## config.mk

```make
export PLATFORM = sky130hd
export DESIGN_NAME = coreSliceTop
export DESIGN_NICKNAME = d
export VERILOG_FILES = /design/src/rv_pkg.sv /design/src/coreSliceTop.sv /design/src/decodeExecuteReg.sv /design/src/decodeStage.sv /design/src/executeStage.sv /design/src/hazardUnit.sv /design/src/regFile.sv
export VERILOG_INCLUDE_DIRS = /design/src
export SDC_FILE = /design/constraint.sdc
export NUM_CORES = 2
export LEC_CHECK = 0
export BUFFER_PORTS_ARGS = -buffer_cell sky130_fd_sc_hd__buf_4
export CAP_MARGIN = 30
export CORE_MARGIN = 2
export CORE_UTILIZATION = 64
export CTS_CLUSTER_SIZE = 8
export DETAILED_ROUTE_END_ITERATION = 8
export GPL_ROUTABILITY_DRIVEN = 0
export PLACE_DENSITY_LB_ADDON = 0.1
export RECOVER_POWER = 100
export SLEW_MARGIN = 20
export SYNTH_ARGS = -nofsm -noshare
export SYNTH_HDL_FRONTEND = slang
export SYNTH_HIERARCHICAL = 1
export SYNTH_SLANG_ARGS = --single-unit
```

## constraint.sdc

```tcl
create_clock -name clk -period 7.6 [get_ports clk]
set_input_delay 0.38 -clock clk [delete_from_list [all_inputs] [get_ports clk]]
set_output_delay 0.38 -clock clk [all_outputs]
set_load 0.005 [all_outputs]
```

## src/rv_defs.svh

```systemverilog
`ifndef RV_DEFS_SVH
`define RV_DEFS_SVH

// Datapath width
`define RV_XLEN 32

// Architectural register count, x0 included
`define RV_REG_COUNT 32

// First fetch address after reset
`define RV_RESET_PC 32'h0000_0000

`endif

```

## src/rv_pkg.sv

```systemverilog
`default_nettype none

`include "rv_defs.svh"

package rv_pkg;

    // Register-register view of an instruction word
    typedef struct packed {
        logic [6:0] funct7;
        logic [4:0] rs2;
        logic [4:0] rs1;
        logic [2:0] funct3;
        logic [4:0] rd;
        logic [6:0] opcode;
    } rFormat;

    // Immediate view of the same word
    typedef struct packed {
        logic [11:0] imm12;
        logic [4:0]  rs1;
        logic [2:0]  funct3;
        logic [4:0]  rd;
        logic [6:0]  opcode;
    } iFormat;

    typedef union packed {
        rFormat r;
        iFormat i;
    } instrWord;

    typedef enum logic [3:0] {
        aluAdd,
        aluSub,
        aluAnd,
        aluOr,
        aluXor,
        aluSlt,
        aluSltu,
        aluSll,
        aluSrl,
        aluSra,
        aluPassB
    } aluOp;

    typedef struct packed {
        logic       regWrite;
        aluOp       aluOp;
        logic       aluSrcImm;
        logic       branch;
        logic [2:0] branchCond;
        logic       jump;
        logic       jalr;
        logic       linkResult;
        logic       isLui;
    } ctrlBundle;

    typedef struct packed {
        logic                valid;
        ctrlBundle           ctrl;
        logic [`RV_XLEN-1:0] rd1;
        logic [`RV_XLEN-1:0] rd2;
        logic [`RV_XLEN-1:0] pc;
        logic [`RV_XLEN-1:0] pcPlus4;
        logic [`RV_XLEN-1:0] immExt;
        logic [4:0]          rs1;
        logic [4:0]          rs2;
        logic [4:0]          rd;
    } decodeBundle;

    typedef struct packed {
        logic                valid;
        logic                regWrite;
        logic [4:0]          rd;
        logic [`RV_XLEN-1:0] data;
        logic [`RV_XLEN-1:0] pc;
    } retireRec;

endpackage

`default_nettype wire
```

## src/coreSliceTop.sv

```systemverilog
`timescale 1ns/1ps
`default_nettype none

`include "rv_defs.svh"

module coreSliceTop (
    input  logic                clk,
    input  logic                rstN,
    input  logic                instrValid,
    input  rv_pkg::instrWord    instr,
    input  logic [`RV_XLEN-1:0] instrPc,
    output rv_pkg::retireRec    retire,
    output logic                redirectValid,
    output logic [`RV_XLEN-1:0] redirectPc
);

    rv_pkg::decodeBundle decBundle;
    rv_pkg::decodeBundle exBundle;
    logic                fwdA;
    logic                fwdB;
    logic                flush;
    logic                branchTaken;

    decodeStage decodeStage_i (
        .clk        (clk),
        .rstN       (rstN),
        .instrValid (instrValid),
        .instr      (instr),
        .instrPc    (instrPc),
        .wbRec      (retire),
        .decBundle  (decBundle)
    );

    decodeExecuteReg decodeExecuteReg_i (
        .clk       (clk),
        .rstN      (rstN),
        .flush     (flush),
        .decBundle (decBundle),
        .exBundle  (exBundle)
    );

    executeStage executeStage_i (
        .clk           (clk),
        .rstN          (rstN),
        .exBundle      (exBundle),
        .fwdA          (fwdA),
        .fwdB          (fwdB),
        .retire        (retire),
        .redirectValid (redirectValid),
        .redirectPc    (redirectPc),
        .branchTaken   (branchTaken)
    );

    hazardUnit hazardUnit_i (
        .exBundle    (exBundle),
        .retire      (retire),
        .branchTaken (branchTaken),
        .fwdA        (fwdA),
        .fwdB        (fwdB),
        .flush       (flush)
    );

endmodule

`default_nettype wire

```

## src/decodeExecuteReg.sv

```systemverilog
`timescale 1ns/1ps
`default_nettype none

module decodeExecuteReg (
    input  logic                clk,
    input  logic                rstN,
    input  logic                flush,
    input  rv_pkg::decodeBundle decBundle,
    output rv_pkg::decodeBundle exBundle
);

    // All-zero bubble has valid and regWrite clear
    always_ff @(posedge clk) begin
        if (!rstN || flush) begin
            exBundle <= '0;
        end else begin
            exBundle <= decBundle;
        end
    end

endmodule

`default_nettype wire

```

## src/decodeStage.sv

```systemverilog
`timescale 1ns/1ps
`default_nettype none

`include "rv_defs.svh"

module decodeStage (
    input  logic                 clk,
    input  logic                 rstN,
    input  logic                 instrValid,
    input  rv_pkg::instrWord     instr,
    input  logic [`RV_XLEN-1:0]  instrPc,
    input  rv_pkg::retireRec     wbRec,
    output rv_pkg::decodeBundle  decBundle
);

    localparam logic [6:0] OpReg    = 7'b0110011;
    localparam logic [6:0] OpImm    = 7'b0010011;
    localparam logic [6:0] OpLui    = 7'b0110111;
    localparam logic [6:0] OpJal    = 7'b1101111;
    localparam logic [6:0] OpJalr   = 7'b1100111;
    localparam logic [6:0] OpBranch = 7'b1100011;

    logic [6:0]          opcode;
    logic [6:0]          funct7;
    logic [2:0]          funct3;
    logic [11:0]         imm12;
    logic [4:0]          rs1;
    logic [4:0]          rs2;
    logic [4:0]          rd;
    logic [`RV_XLEN-1:0] immI;
    logic [`RV_XLEN-1:0] immB;
    logic [`RV_XLEN-1:0] immJ;
    logic [`RV_XLEN-1:0] immU;
    logic [`RV_XLEN-1:0] immExt;
    logic [`RV_XLEN-1:0] rdata1;
    logic [`RV_XLEN-1:0] rdata2;
    logic                wbWrites;
    logic                known;
    rv_pkg::ctrlBundle   ctrl;

    // funct3 plus the alternate bit picks the ALU operation
    function automatic rv_pkg::aluOp aluFor(input logic [2:0] f3, input logic alt);
        rv_pkg::aluOp op;
        case (f3)
            3'b000:  op = alt ? rv_pkg::aluSub : rv_pkg::aluAdd;
            3'b001:  op = rv_pkg::aluSll;
            3'b010:  op = rv_pkg::aluSlt;
            3'b011:  op = rv_pkg::aluSltu;
            3'b100:  op = rv_pkg::aluXor;
            3'b101:  op = alt ? rv_pkg::aluSra : rv_pkg::aluSrl;
            3'b110:  op = rv_pkg::aluOr;
            default: op = rv_pkg::aluAnd;
        endcase
        return op;
    endfunction

    assign opcode = instr.r.opcode;
    assign funct7 = instr.r.funct7;
    assign rs2    = instr.r.rs2;
    assign rd     = instr.r.rd;
    assign imm12  = instr.i.imm12;
    assign rs1    = instr.i.rs1;
    assign funct3 = instr.i.funct3;

    // Immediate formats rebuilt from the two views
    assign immI = {{20{imm12[11]}}, imm12};
    assign immB = {{20{funct7[6]}}, rd[0], funct7[5:0], rd[4:1], 1'b0};
    assign immJ = {{12{imm12[11]}}, rs1, funct3, imm12[0], imm12[10:1], 1'b0};
    assign immU = {imm12, rs1, funct3, 12'd0};

    always_comb begin
        ctrl   = '0;
        known  = 1'b0;
        immExt = immI;
        case (opcode)
            OpReg: begin
                known = (funct7 == 7'b0000000) ||
                        ((funct7 == 7'b0100000) && ((funct3 == 3'b000) || (funct3 == 3'b101)));
                ctrl.regWrite = 1'b1;
                ctrl.aluOp    = aluFor(funct3, funct7[5]);
            end
            OpImm: begin
                // Shifts reuse funct7 as a qualifier
                if (funct3 == 3'b001) begin
                    known = (funct7 == 7'b0000000);
                end else if (funct3 == 3'b101) begin
                    known = (funct7 == 7'b0000000) || (funct7 == 7'b0100000);
                end else begin
                    known = 1'b1;
                end
                ctrl.regWrite  = 1'b1;
                ctrl.aluSrcImm = 1'b1;
                ctrl.aluOp     = aluFor(funct3, (funct3 == 3'b101) && funct7[5]);
            end
            OpLui: begin
                known          = 1'b1;
                ctrl.regWrite  = 1'b1;
                ctrl.aluSrcImm = 1'b1;
                ctrl.aluOp     = rv_pkg::aluPassB;
                ctrl.isLui     = 1'b1;
                immExt         = immU;
            end
            OpJal: begin
                known           = 1'b1;
                ctrl.regWrite   = 1'b1;
                ctrl.jump       = 1'b1;
                ctrl.linkResult = 1'b1;
                immExt          = immJ;
            end
            OpJalr: begin
                known           = (funct3 == 3'b000);
                ctrl.regWrite   = 1'b1;
                ctrl.jump       = 1'b1;
                ctrl.jalr       = 1'b1;
                ctrl.linkResult = 1'b1;
            end
            OpBranch: begin
                // beq, bne, blt, bge only
                known           = (funct3 == 3'b000) || (funct3 == 3'b001) ||
                                  (funct3 == 3'b100) || (funct3 == 3'b101);
                ctrl.branch     = 1'b1;
                ctrl.branchCond = funct3;
                ctrl.aluOp      = rv_pkg::aluSub;
                immExt          = immB;
            end
            default: begin
                known = 1'b0;
            end
        endcase
    end

    assign wbWrites = wbRec.valid && wbRec.regWrite && (wbRec.rd != 5'd0);

    regFile regFile_i (
        .clk    (clk),
        .rstN   (rstN),
        .raddr1 (rs1),
        .raddr2 (rs2),
        .we     (wbWrites),
        .waddr  (wbRec.rd),
        .wdata  (wbRec.data),
        .rdata1 (rdata1),
        .rdata2 (rdata2)
    );

    always_comb begin
        decBundle.valid   = instrValid && known;
        decBundle.ctrl    = decBundle.valid ? ctrl : '0;
        // Bypass the retire record until its register write lands
        decBundle.rd1     = (wbWrites && (wbRec.rd == rs1)) ? wbRec.data : rdata1;
        decBundle.rd2     = (wbWrites && (wbRec.rd == rs2)) ? wbRec.data : rdata2;
        decBundle.pc      = instrPc;
        decBundle.pcPlus4 = instrPc + `RV_XLEN'd4;
        decBundle.immExt  = immExt;
        decBundle.rs1     = rs1;
        decBundle.rs2     = rs2;
        decBundle.rd      = rd;
    end

endmodule

`default_nettype wire

```

## src/executeStage.sv

```systemverilog
`timescale 1ns/1ps
`default_nettype none

`include "rv_defs.svh"

module executeStage (
    input  logic                 clk,
    input  logic                 rstN,
    input  rv_pkg::decodeBundle  exBundle,
    input  logic                 fwdA,
    input  logic                 fwdB,
    output rv_pkg::retireRec     retire,
    output logic                 redirectValid,
    output logic [`RV_XLEN-1:0]  redirectPc,
    output logic                 branchTaken
);

    logic [`RV_XLEN-1:0] opA;
    logic [`RV_XLEN-1:0] opBReg;
    logic [`RV_XLEN-1:0] opB;
    logic [`RV_XLEN-1:0] aluResult;
    logic [`RV_XLEN-1:0] pcTarget;
    logic [`RV_XLEN-1:0] jalrSum;
    logic [`RV_XLEN-1:0] resultData;
    logic                condTrue;
    rv_pkg::retireRec    nextRec;

    // Retire register holds the previous instruction's result
    assign opA    = fwdA ? retire.data : exBundle.rd1;
    assign opBReg = fwdB ? retire.data : exBundle.rd2;
    assign opB    = exBundle.ctrl.aluSrcImm ? exBundle.immExt : opBReg;

    always_comb begin
        case (exBundle.ctrl.aluOp)
            rv_pkg::aluAdd:   aluResult = opA + opB;
            rv_pkg::aluSub:   aluResult = opA - opB;
            rv_pkg::aluAnd:   aluResult = opA & opB;
            rv_pkg::aluOr:    aluResult = opA | opB;
            rv_pkg::aluXor:   aluResult = opA ^ opB;
            rv_pkg::aluSlt:   aluResult = {{(`RV_XLEN-1){1'b0}}, $signed(opA) < $signed(opB)};
            rv_pkg::aluSltu:  aluResult = {{(`RV_XLEN-1){1'b0}}, opA < opB};
            rv_pkg::aluSll:   aluResult = opA << opB[4:0];
            rv_pkg::aluSrl:   aluResult = opA >> opB[4:0];
            rv_pkg::aluSra:   aluResult = $signed(opA) >>> opB[4:0];
            rv_pkg::aluPassB: aluResult = opB;
            default:          aluResult = opA + opB;
        endcase
    end

    // Compare uses register operands, never the immediate
    always_comb begin
        case (exBundle.ctrl.branchCond)
            3'b000:  condTrue = (opA == opBReg);
            3'b001:  condTrue = (opA != opBReg);
            3'b100:  condTrue = $signed(opA) < $signed(opBReg);
            3'b101:  condTrue = $signed(opA) >= $signed(opBReg);
            default: condTrue = 1'b0;
        endcase
    end

    assign branchTaken = (exBundle.ctrl.branch && condTrue) || exBundle.ctrl.jump;

    assign pcTarget = exBundle.pc + exBundle.immExt;
    assign jalrSum  = opA + exBundle.immExt;

    assign redirectValid = exBundle.valid && branchTaken;
    assign redirectPc    = exBundle.ctrl.jalr ? {jalrSum[`RV_XLEN-1:1], 1'b0} : pcTarget;

    always_comb begin
        if (exBundle.ctrl.linkResult) begin
            resultData = exBundle.pcPlus4;
        end else if (exBundle.ctrl.isLui) begin
            resultData = exBundle.immExt;
        end else begin
            resultData = aluResult;
        end
    end

    always_comb begin
        nextRec.valid    = exBundle.valid;
        nextRec.regWrite = exBundle.valid && exBundle.ctrl.regWrite && (exBundle.rd != 5'd0);
        nextRec.rd       = exBundle.rd;
        nextRec.data     = resultData;
        nextRec.pc       = exBundle.pc;
    end

    always_ff @(posedge clk) begin
        if (!rstN) begin
            retire <= '0;
        end else begin
            retire <= nextRec;
        end
    end

endmodule

`default_nettype wire

```

## src/hazardUnit.sv

```systemverilog
`timescale 1ns/1ps
`default_nettype none

module hazardUnit (
    input  rv_pkg::decodeBundle exBundle,
    input  rv_pkg::retireRec    retire,
    input  logic                branchTaken,
    output logic                fwdA,
    output logic                fwdB,
    output logic                flush
);

    logic retireWrites;

    // Only a real register write may be forwarded
    assign retireWrites = retire.valid && retire.regWrite && (retire.rd != 5'd0);

    assign fwdA = retireWrites && (retire.rd == exBundle.rs1);
    assign fwdB = retireWrites && (retire.rd == exBundle.rs2);

    // Squash the instruction behind a taken branch or jump
    assign flush = exBundle.valid && branchTaken;

endmodule

`default_nettype wire

```

## src/regFile.sv

```systemverilog
`timescale 1ns/1ps
`default_nettype none

`include "rv_defs.svh"

module regFile (
    input  logic                clk,
    input  logic                rstN,
    input  logic [4:0]          raddr1,
    input  logic [4:0]          raddr2,
    input  logic                we,
    input  logic [4:0]          waddr,
    input  logic [`RV_XLEN-1:0] wdata,
    output logic [`RV_XLEN-1:0] rdata1,
    output logic [`RV_XLEN-1:0] rdata2
);

    // x0 has no storage
    logic [`RV_XLEN-1:0] regs [1:`RV_REG_COUNT-1];

    always_ff @(posedge clk) begin
        if (!rstN) begin
            for (int idx = 1; idx < `RV_REG_COUNT; idx++) begin
                regs[idx] <= '0;
            end
        end else if (we && (waddr != 5'd0)) begin
            regs[waddr] <= wdata;
        end
    end

    // Reads see a write only after the clock edge
    always_comb begin
        rdata1 = '0;
        rdata2 = '0;
        if (raddr1 != 5'd0) begin
            rdata1 = regs[raddr1];
        end
        if (raddr2 != 5'd0) begin
            rdata2 = regs[raddr2];
        end
    end

endmodule

`default_nettype wire

```

==> impl_metrics.py <==
metrics = {
    "die": {
        "start_util": 0.6431,
        "die_y_um": 356.2,
        "dieArea_sq_um": 126900,
        "die_x_um": 356.2,
        "fp.coreArea_sq_um": 123500,
        "io_pins": 171,
        "rows": 129,
    },
    "logic_synthesis": {
        "synth_seq_area_share": 0.4530,
        "yosys-top-cells-area": "edfxtp_1 (39%), mux4_2 (13%), and2_1 (8.3%)",
        "synth.distinct_cells": 111,
        "synth_xor_area_frac": 0.01445,
        "synth-compound-area-share": 0.1053,
        "synth_top_family_by_area": "multiplexers",
        "yosys.area.top_type": "edfxtp_1",
        "ys_async_sr_fraction": 0,
        "synthMuxAreaShare": 0.1923,
        "yosys.area.top_type_share": 0.3872,
        "synthFlopType": "edfxtp_1",
        "synth_edf_count": 1024,
        "avgSynthCellArea_sq_um": 12.06,
        "ys_seq_elements": 1285,
        "syn_inst": 6585,
        "ys_warn_count": 6,
        "yosys.area_share.simple": 0.1565,
        "synthAdderAreaFrac": 0.03069,
        "syn_area_sq_um": 79410,
    },
    "global_route": {
        "grt_pass1_vias": 59970,
        "grt_pass1_wl_um": 421600,
        "grt-ovfl-total": 0,
        "grt_use_total": 0.4653,
        "grt_antenna_before_repair": 25,
        "grt_max_degree": 140,
    },
    "setup_path": {
        "r2r_start": "executeStage_i/retire[67]",
        "critPathArrivalTime_ns": 8.11,
        "crit_family": "compound AO/OA/AOI/OAI gates",
        "crit_required_ns": 8.31,
        "crit_buf_inv": 3,
        "slowest_delay_ns": 1.03,
        "startpoint_type": "flop",
        "cp_cell_sequence": "or4_1, o211ai_1, nor4_2, buf_6, mux2i_1, clkbuf_1, inv_1, ha_1, fa_1, a211oi_1, o21ai_0, nand2_1, o21ai_0, a311oi_1, o21ai_1, a2111oi_0, o211ai_1, a21o_1, a21oi_1",
        "cp-end-kind": "flop",
        "cp_slowest_cell": "a311oi_1",
        "rr_endpoint": "executeStage_i/retire[62]",
        "timing.critical_path.fanout_max": 34,
        "critPathKind": "flop to flop",
        "rr_worst_depth": 19,
        "crit_start": "executeStage_i/retire[67]",
        "regToRegSetupSlack_ns": 0.20,
    },
    "power_and_ir_drop": {
        "peakVddDrop_uv": 239.3,
        "leakage_nw": 32.68,
        "power-per-cell-area_nw_per_um2": 219.6,
    },
    "finish": {
        "stdcell_count": 8300,
        "final_cell_mix": "edfxtp_1 (1024), and2_0 (563), and2_1 (490)",
        "nFillCells": 8504,
        "final_util": 0.7030,
        "syn_to_final_growth_pct": 9.312,
        "layout-drive-gt1-share": 0.1794,
        "layout_commonest_cell": "edfxtp_1",
        "postLayoutCellArea_sq_um": 86800,
        "fin_nets": 6829,
    },
    "hold_path": {
        "hp-class": "input port to flop",
        "hold_path_end": "decodeExecuteReg_i/exBundle[28]",
        "hold_start": "instr[13]",
        "hold_depth": 3,
    },
    "detailed_routing": {
        "antenna_left": 0,
        "drt-initial-drc-count": 10470,
        "routed_wl_um": 298700,
        "vias": 62260,
        "drc": 29,
        "wire_per_inst_um": 35.99,
        "vias_per_cell": 7.501,
        "dr.pass1.iters": 9,
    },
    "timing": {
        "fin_setup_tns_ns": 0,
        "period_share": 0.9734,
        "slew_headroom": -1.470,
        "slew_viol_final": 3290,
        "fin_hold_ws_ns": 0.02551,
        "setup_viol": 0,
        "max_freq_mhz": 135.2,
        "rsz0062_at_grt": "no",
        "skew_ns": 0.06726,
        "tightest_slew_ns": 3.706,
        "min_period_ns": 7.398,
        "hold_viol_final": 0,
    },
    "cts": {
        "numCtsBuffers": 179,
        "cts.root.buffer_cell": "clkbuf_16",
        "clkLatencyLatePin_ns": 0.85,
        "cts_tree": "yes",
        "h-tree-depth": 4,
        "clockBufferDepth": 3,
        "clock-sinks": 1285,
        "clkTransAtPathRegs_ns": 0.06,
    },
    "job": {
        "cap_violations": 95,
    },
    "place": {
        "placedCellCount": 7969,
        "dpl-instance-area_sq_um": 81700,
        "portBuffers": 170,
        "dp_hpwl_um": 188600,
    },
    "run_status": {
        "violations": "DRC, capacitance limit, slew limit",
        "status": "complete, but fails checks",
    },
}
==> power breakdown <==
| group | internal (mW) | total, mW | switching, mW |
|---|---|---|---|
| Clock | 4.33 | 7.40 | 3.07 |
| Sequential | 7.91 | 8.13 | 0.226 |
| Combinational | 1.24 | 3.53 | 2.29 |
| Total | 13.5 | 19.1 | 5.58 |
==> cell usage after synthesis (78+ instances only) <==
library cell  instances
and2_1             1054
edfxtp_1           1024
mux4_2              473
clkbuf_1            379
mux2i_1             301
dfxtp_1             261
o21ai_0             244
nor2_1              234
nand2_1             226
a21oi_1             203
and3b_1             192
ha_1                190
inv_1               115
buf_2                99
o22ai_1              99
buf_4                96
nor3_1               96
xnor2_1              91
a211oi_1             79
o211ai_1             78
==> final cells by class <==
class	count	area (sq um)	area share
sequential	1285	35980	0.4145
clock inverter	15	280.3	0.003229
multi-input combinational	4563	40230	0.4635
inverter	122	457.9	0.005276
tap	1637	2048	0.02360
timing repair buffer	418	3000	0.03457
antenna	13	32.53	0.0003748
clock buffer	247	4776	0.05502
==> registers in the layout, indices dropped and copies added, names as in the netlist <==
signal	flops
decodeExecuteReg_i/exBundle	190
decodeStage_i/regFile_i/regs	1024
executeStage_i/retire	71
==> per-layer routing <==
metal,share of wire,GRT usage,vias to the layer above
met5,0.00079,0,-
met4,0.086,0.3198,20
met3,0.17,0.1971,1505
met2,0.42,0.6662,5792
met1,0.33,0.5725,30120
li1,-,-,24830
==> logic make-up after synthesis <==
group                    count (synthesis)
AND/OR/NAND/NOR                       2098
flip-flops                            1285
AO/OA/AOI/OAI                         1214
multiplexers                           894
buffers and inverters                  768
adder cells (fa/ha/maj)                193
XOR/XNOR                               131
other                                    2
==> per-stage QoR <==
step / power, mW / worst slack (ns)
3_3_place_gp: 11.50 / 0.7687
6_report: 19.06 / 0.2023
5_1_grt: 19.46 / 0.05762
4_1_cts: 18.87 / 0.5012
2_1_floorplan: 10.30 / 2.097
3_5_place_dp: 11.56 / 0.5577
==> worst reg2reg max path, delay by kind of cell, from the launching register on <==
family	cells	cell delay, ns
compound gates	10	3.56
fa+ha+maj	2	0.84
buf+inv	3	1.19
flops	1	0.66
mux	1	0.36
simple gates	3	0.70
==> worst max path at each step <==
stage / end / slack [ns] / cells past startpoint
after floorplan: executeStage_i/retire[59] / 2.10 / 22
after global placement: decodeExecuteReg_i/exBundle[53] / 0.77 / 19
after detailed placement: decodeExecuteReg_i/exBundle[48] / 0.56 / 19
after CTS: redirectPc[31] / 0.50 / 18
after global routing: executeStage_i/retire[62] / 0.06 / 19
final: executeStage_i/retire[62] / 0.20 / 19
==> timing repair <==
| action | 4_1_cts | 5_1_grt |
|---|---|---|
| endpoints found under the setup margin | 0 | 1 |
| setup buffers | 0 | 0 |
| hold endpoints to repair | 70 | 0 |
| resized for setup | 0 | 1 |
| hold buffers | 46 | 0 |
Note: power is estimated with default switching activity, not from simulation.
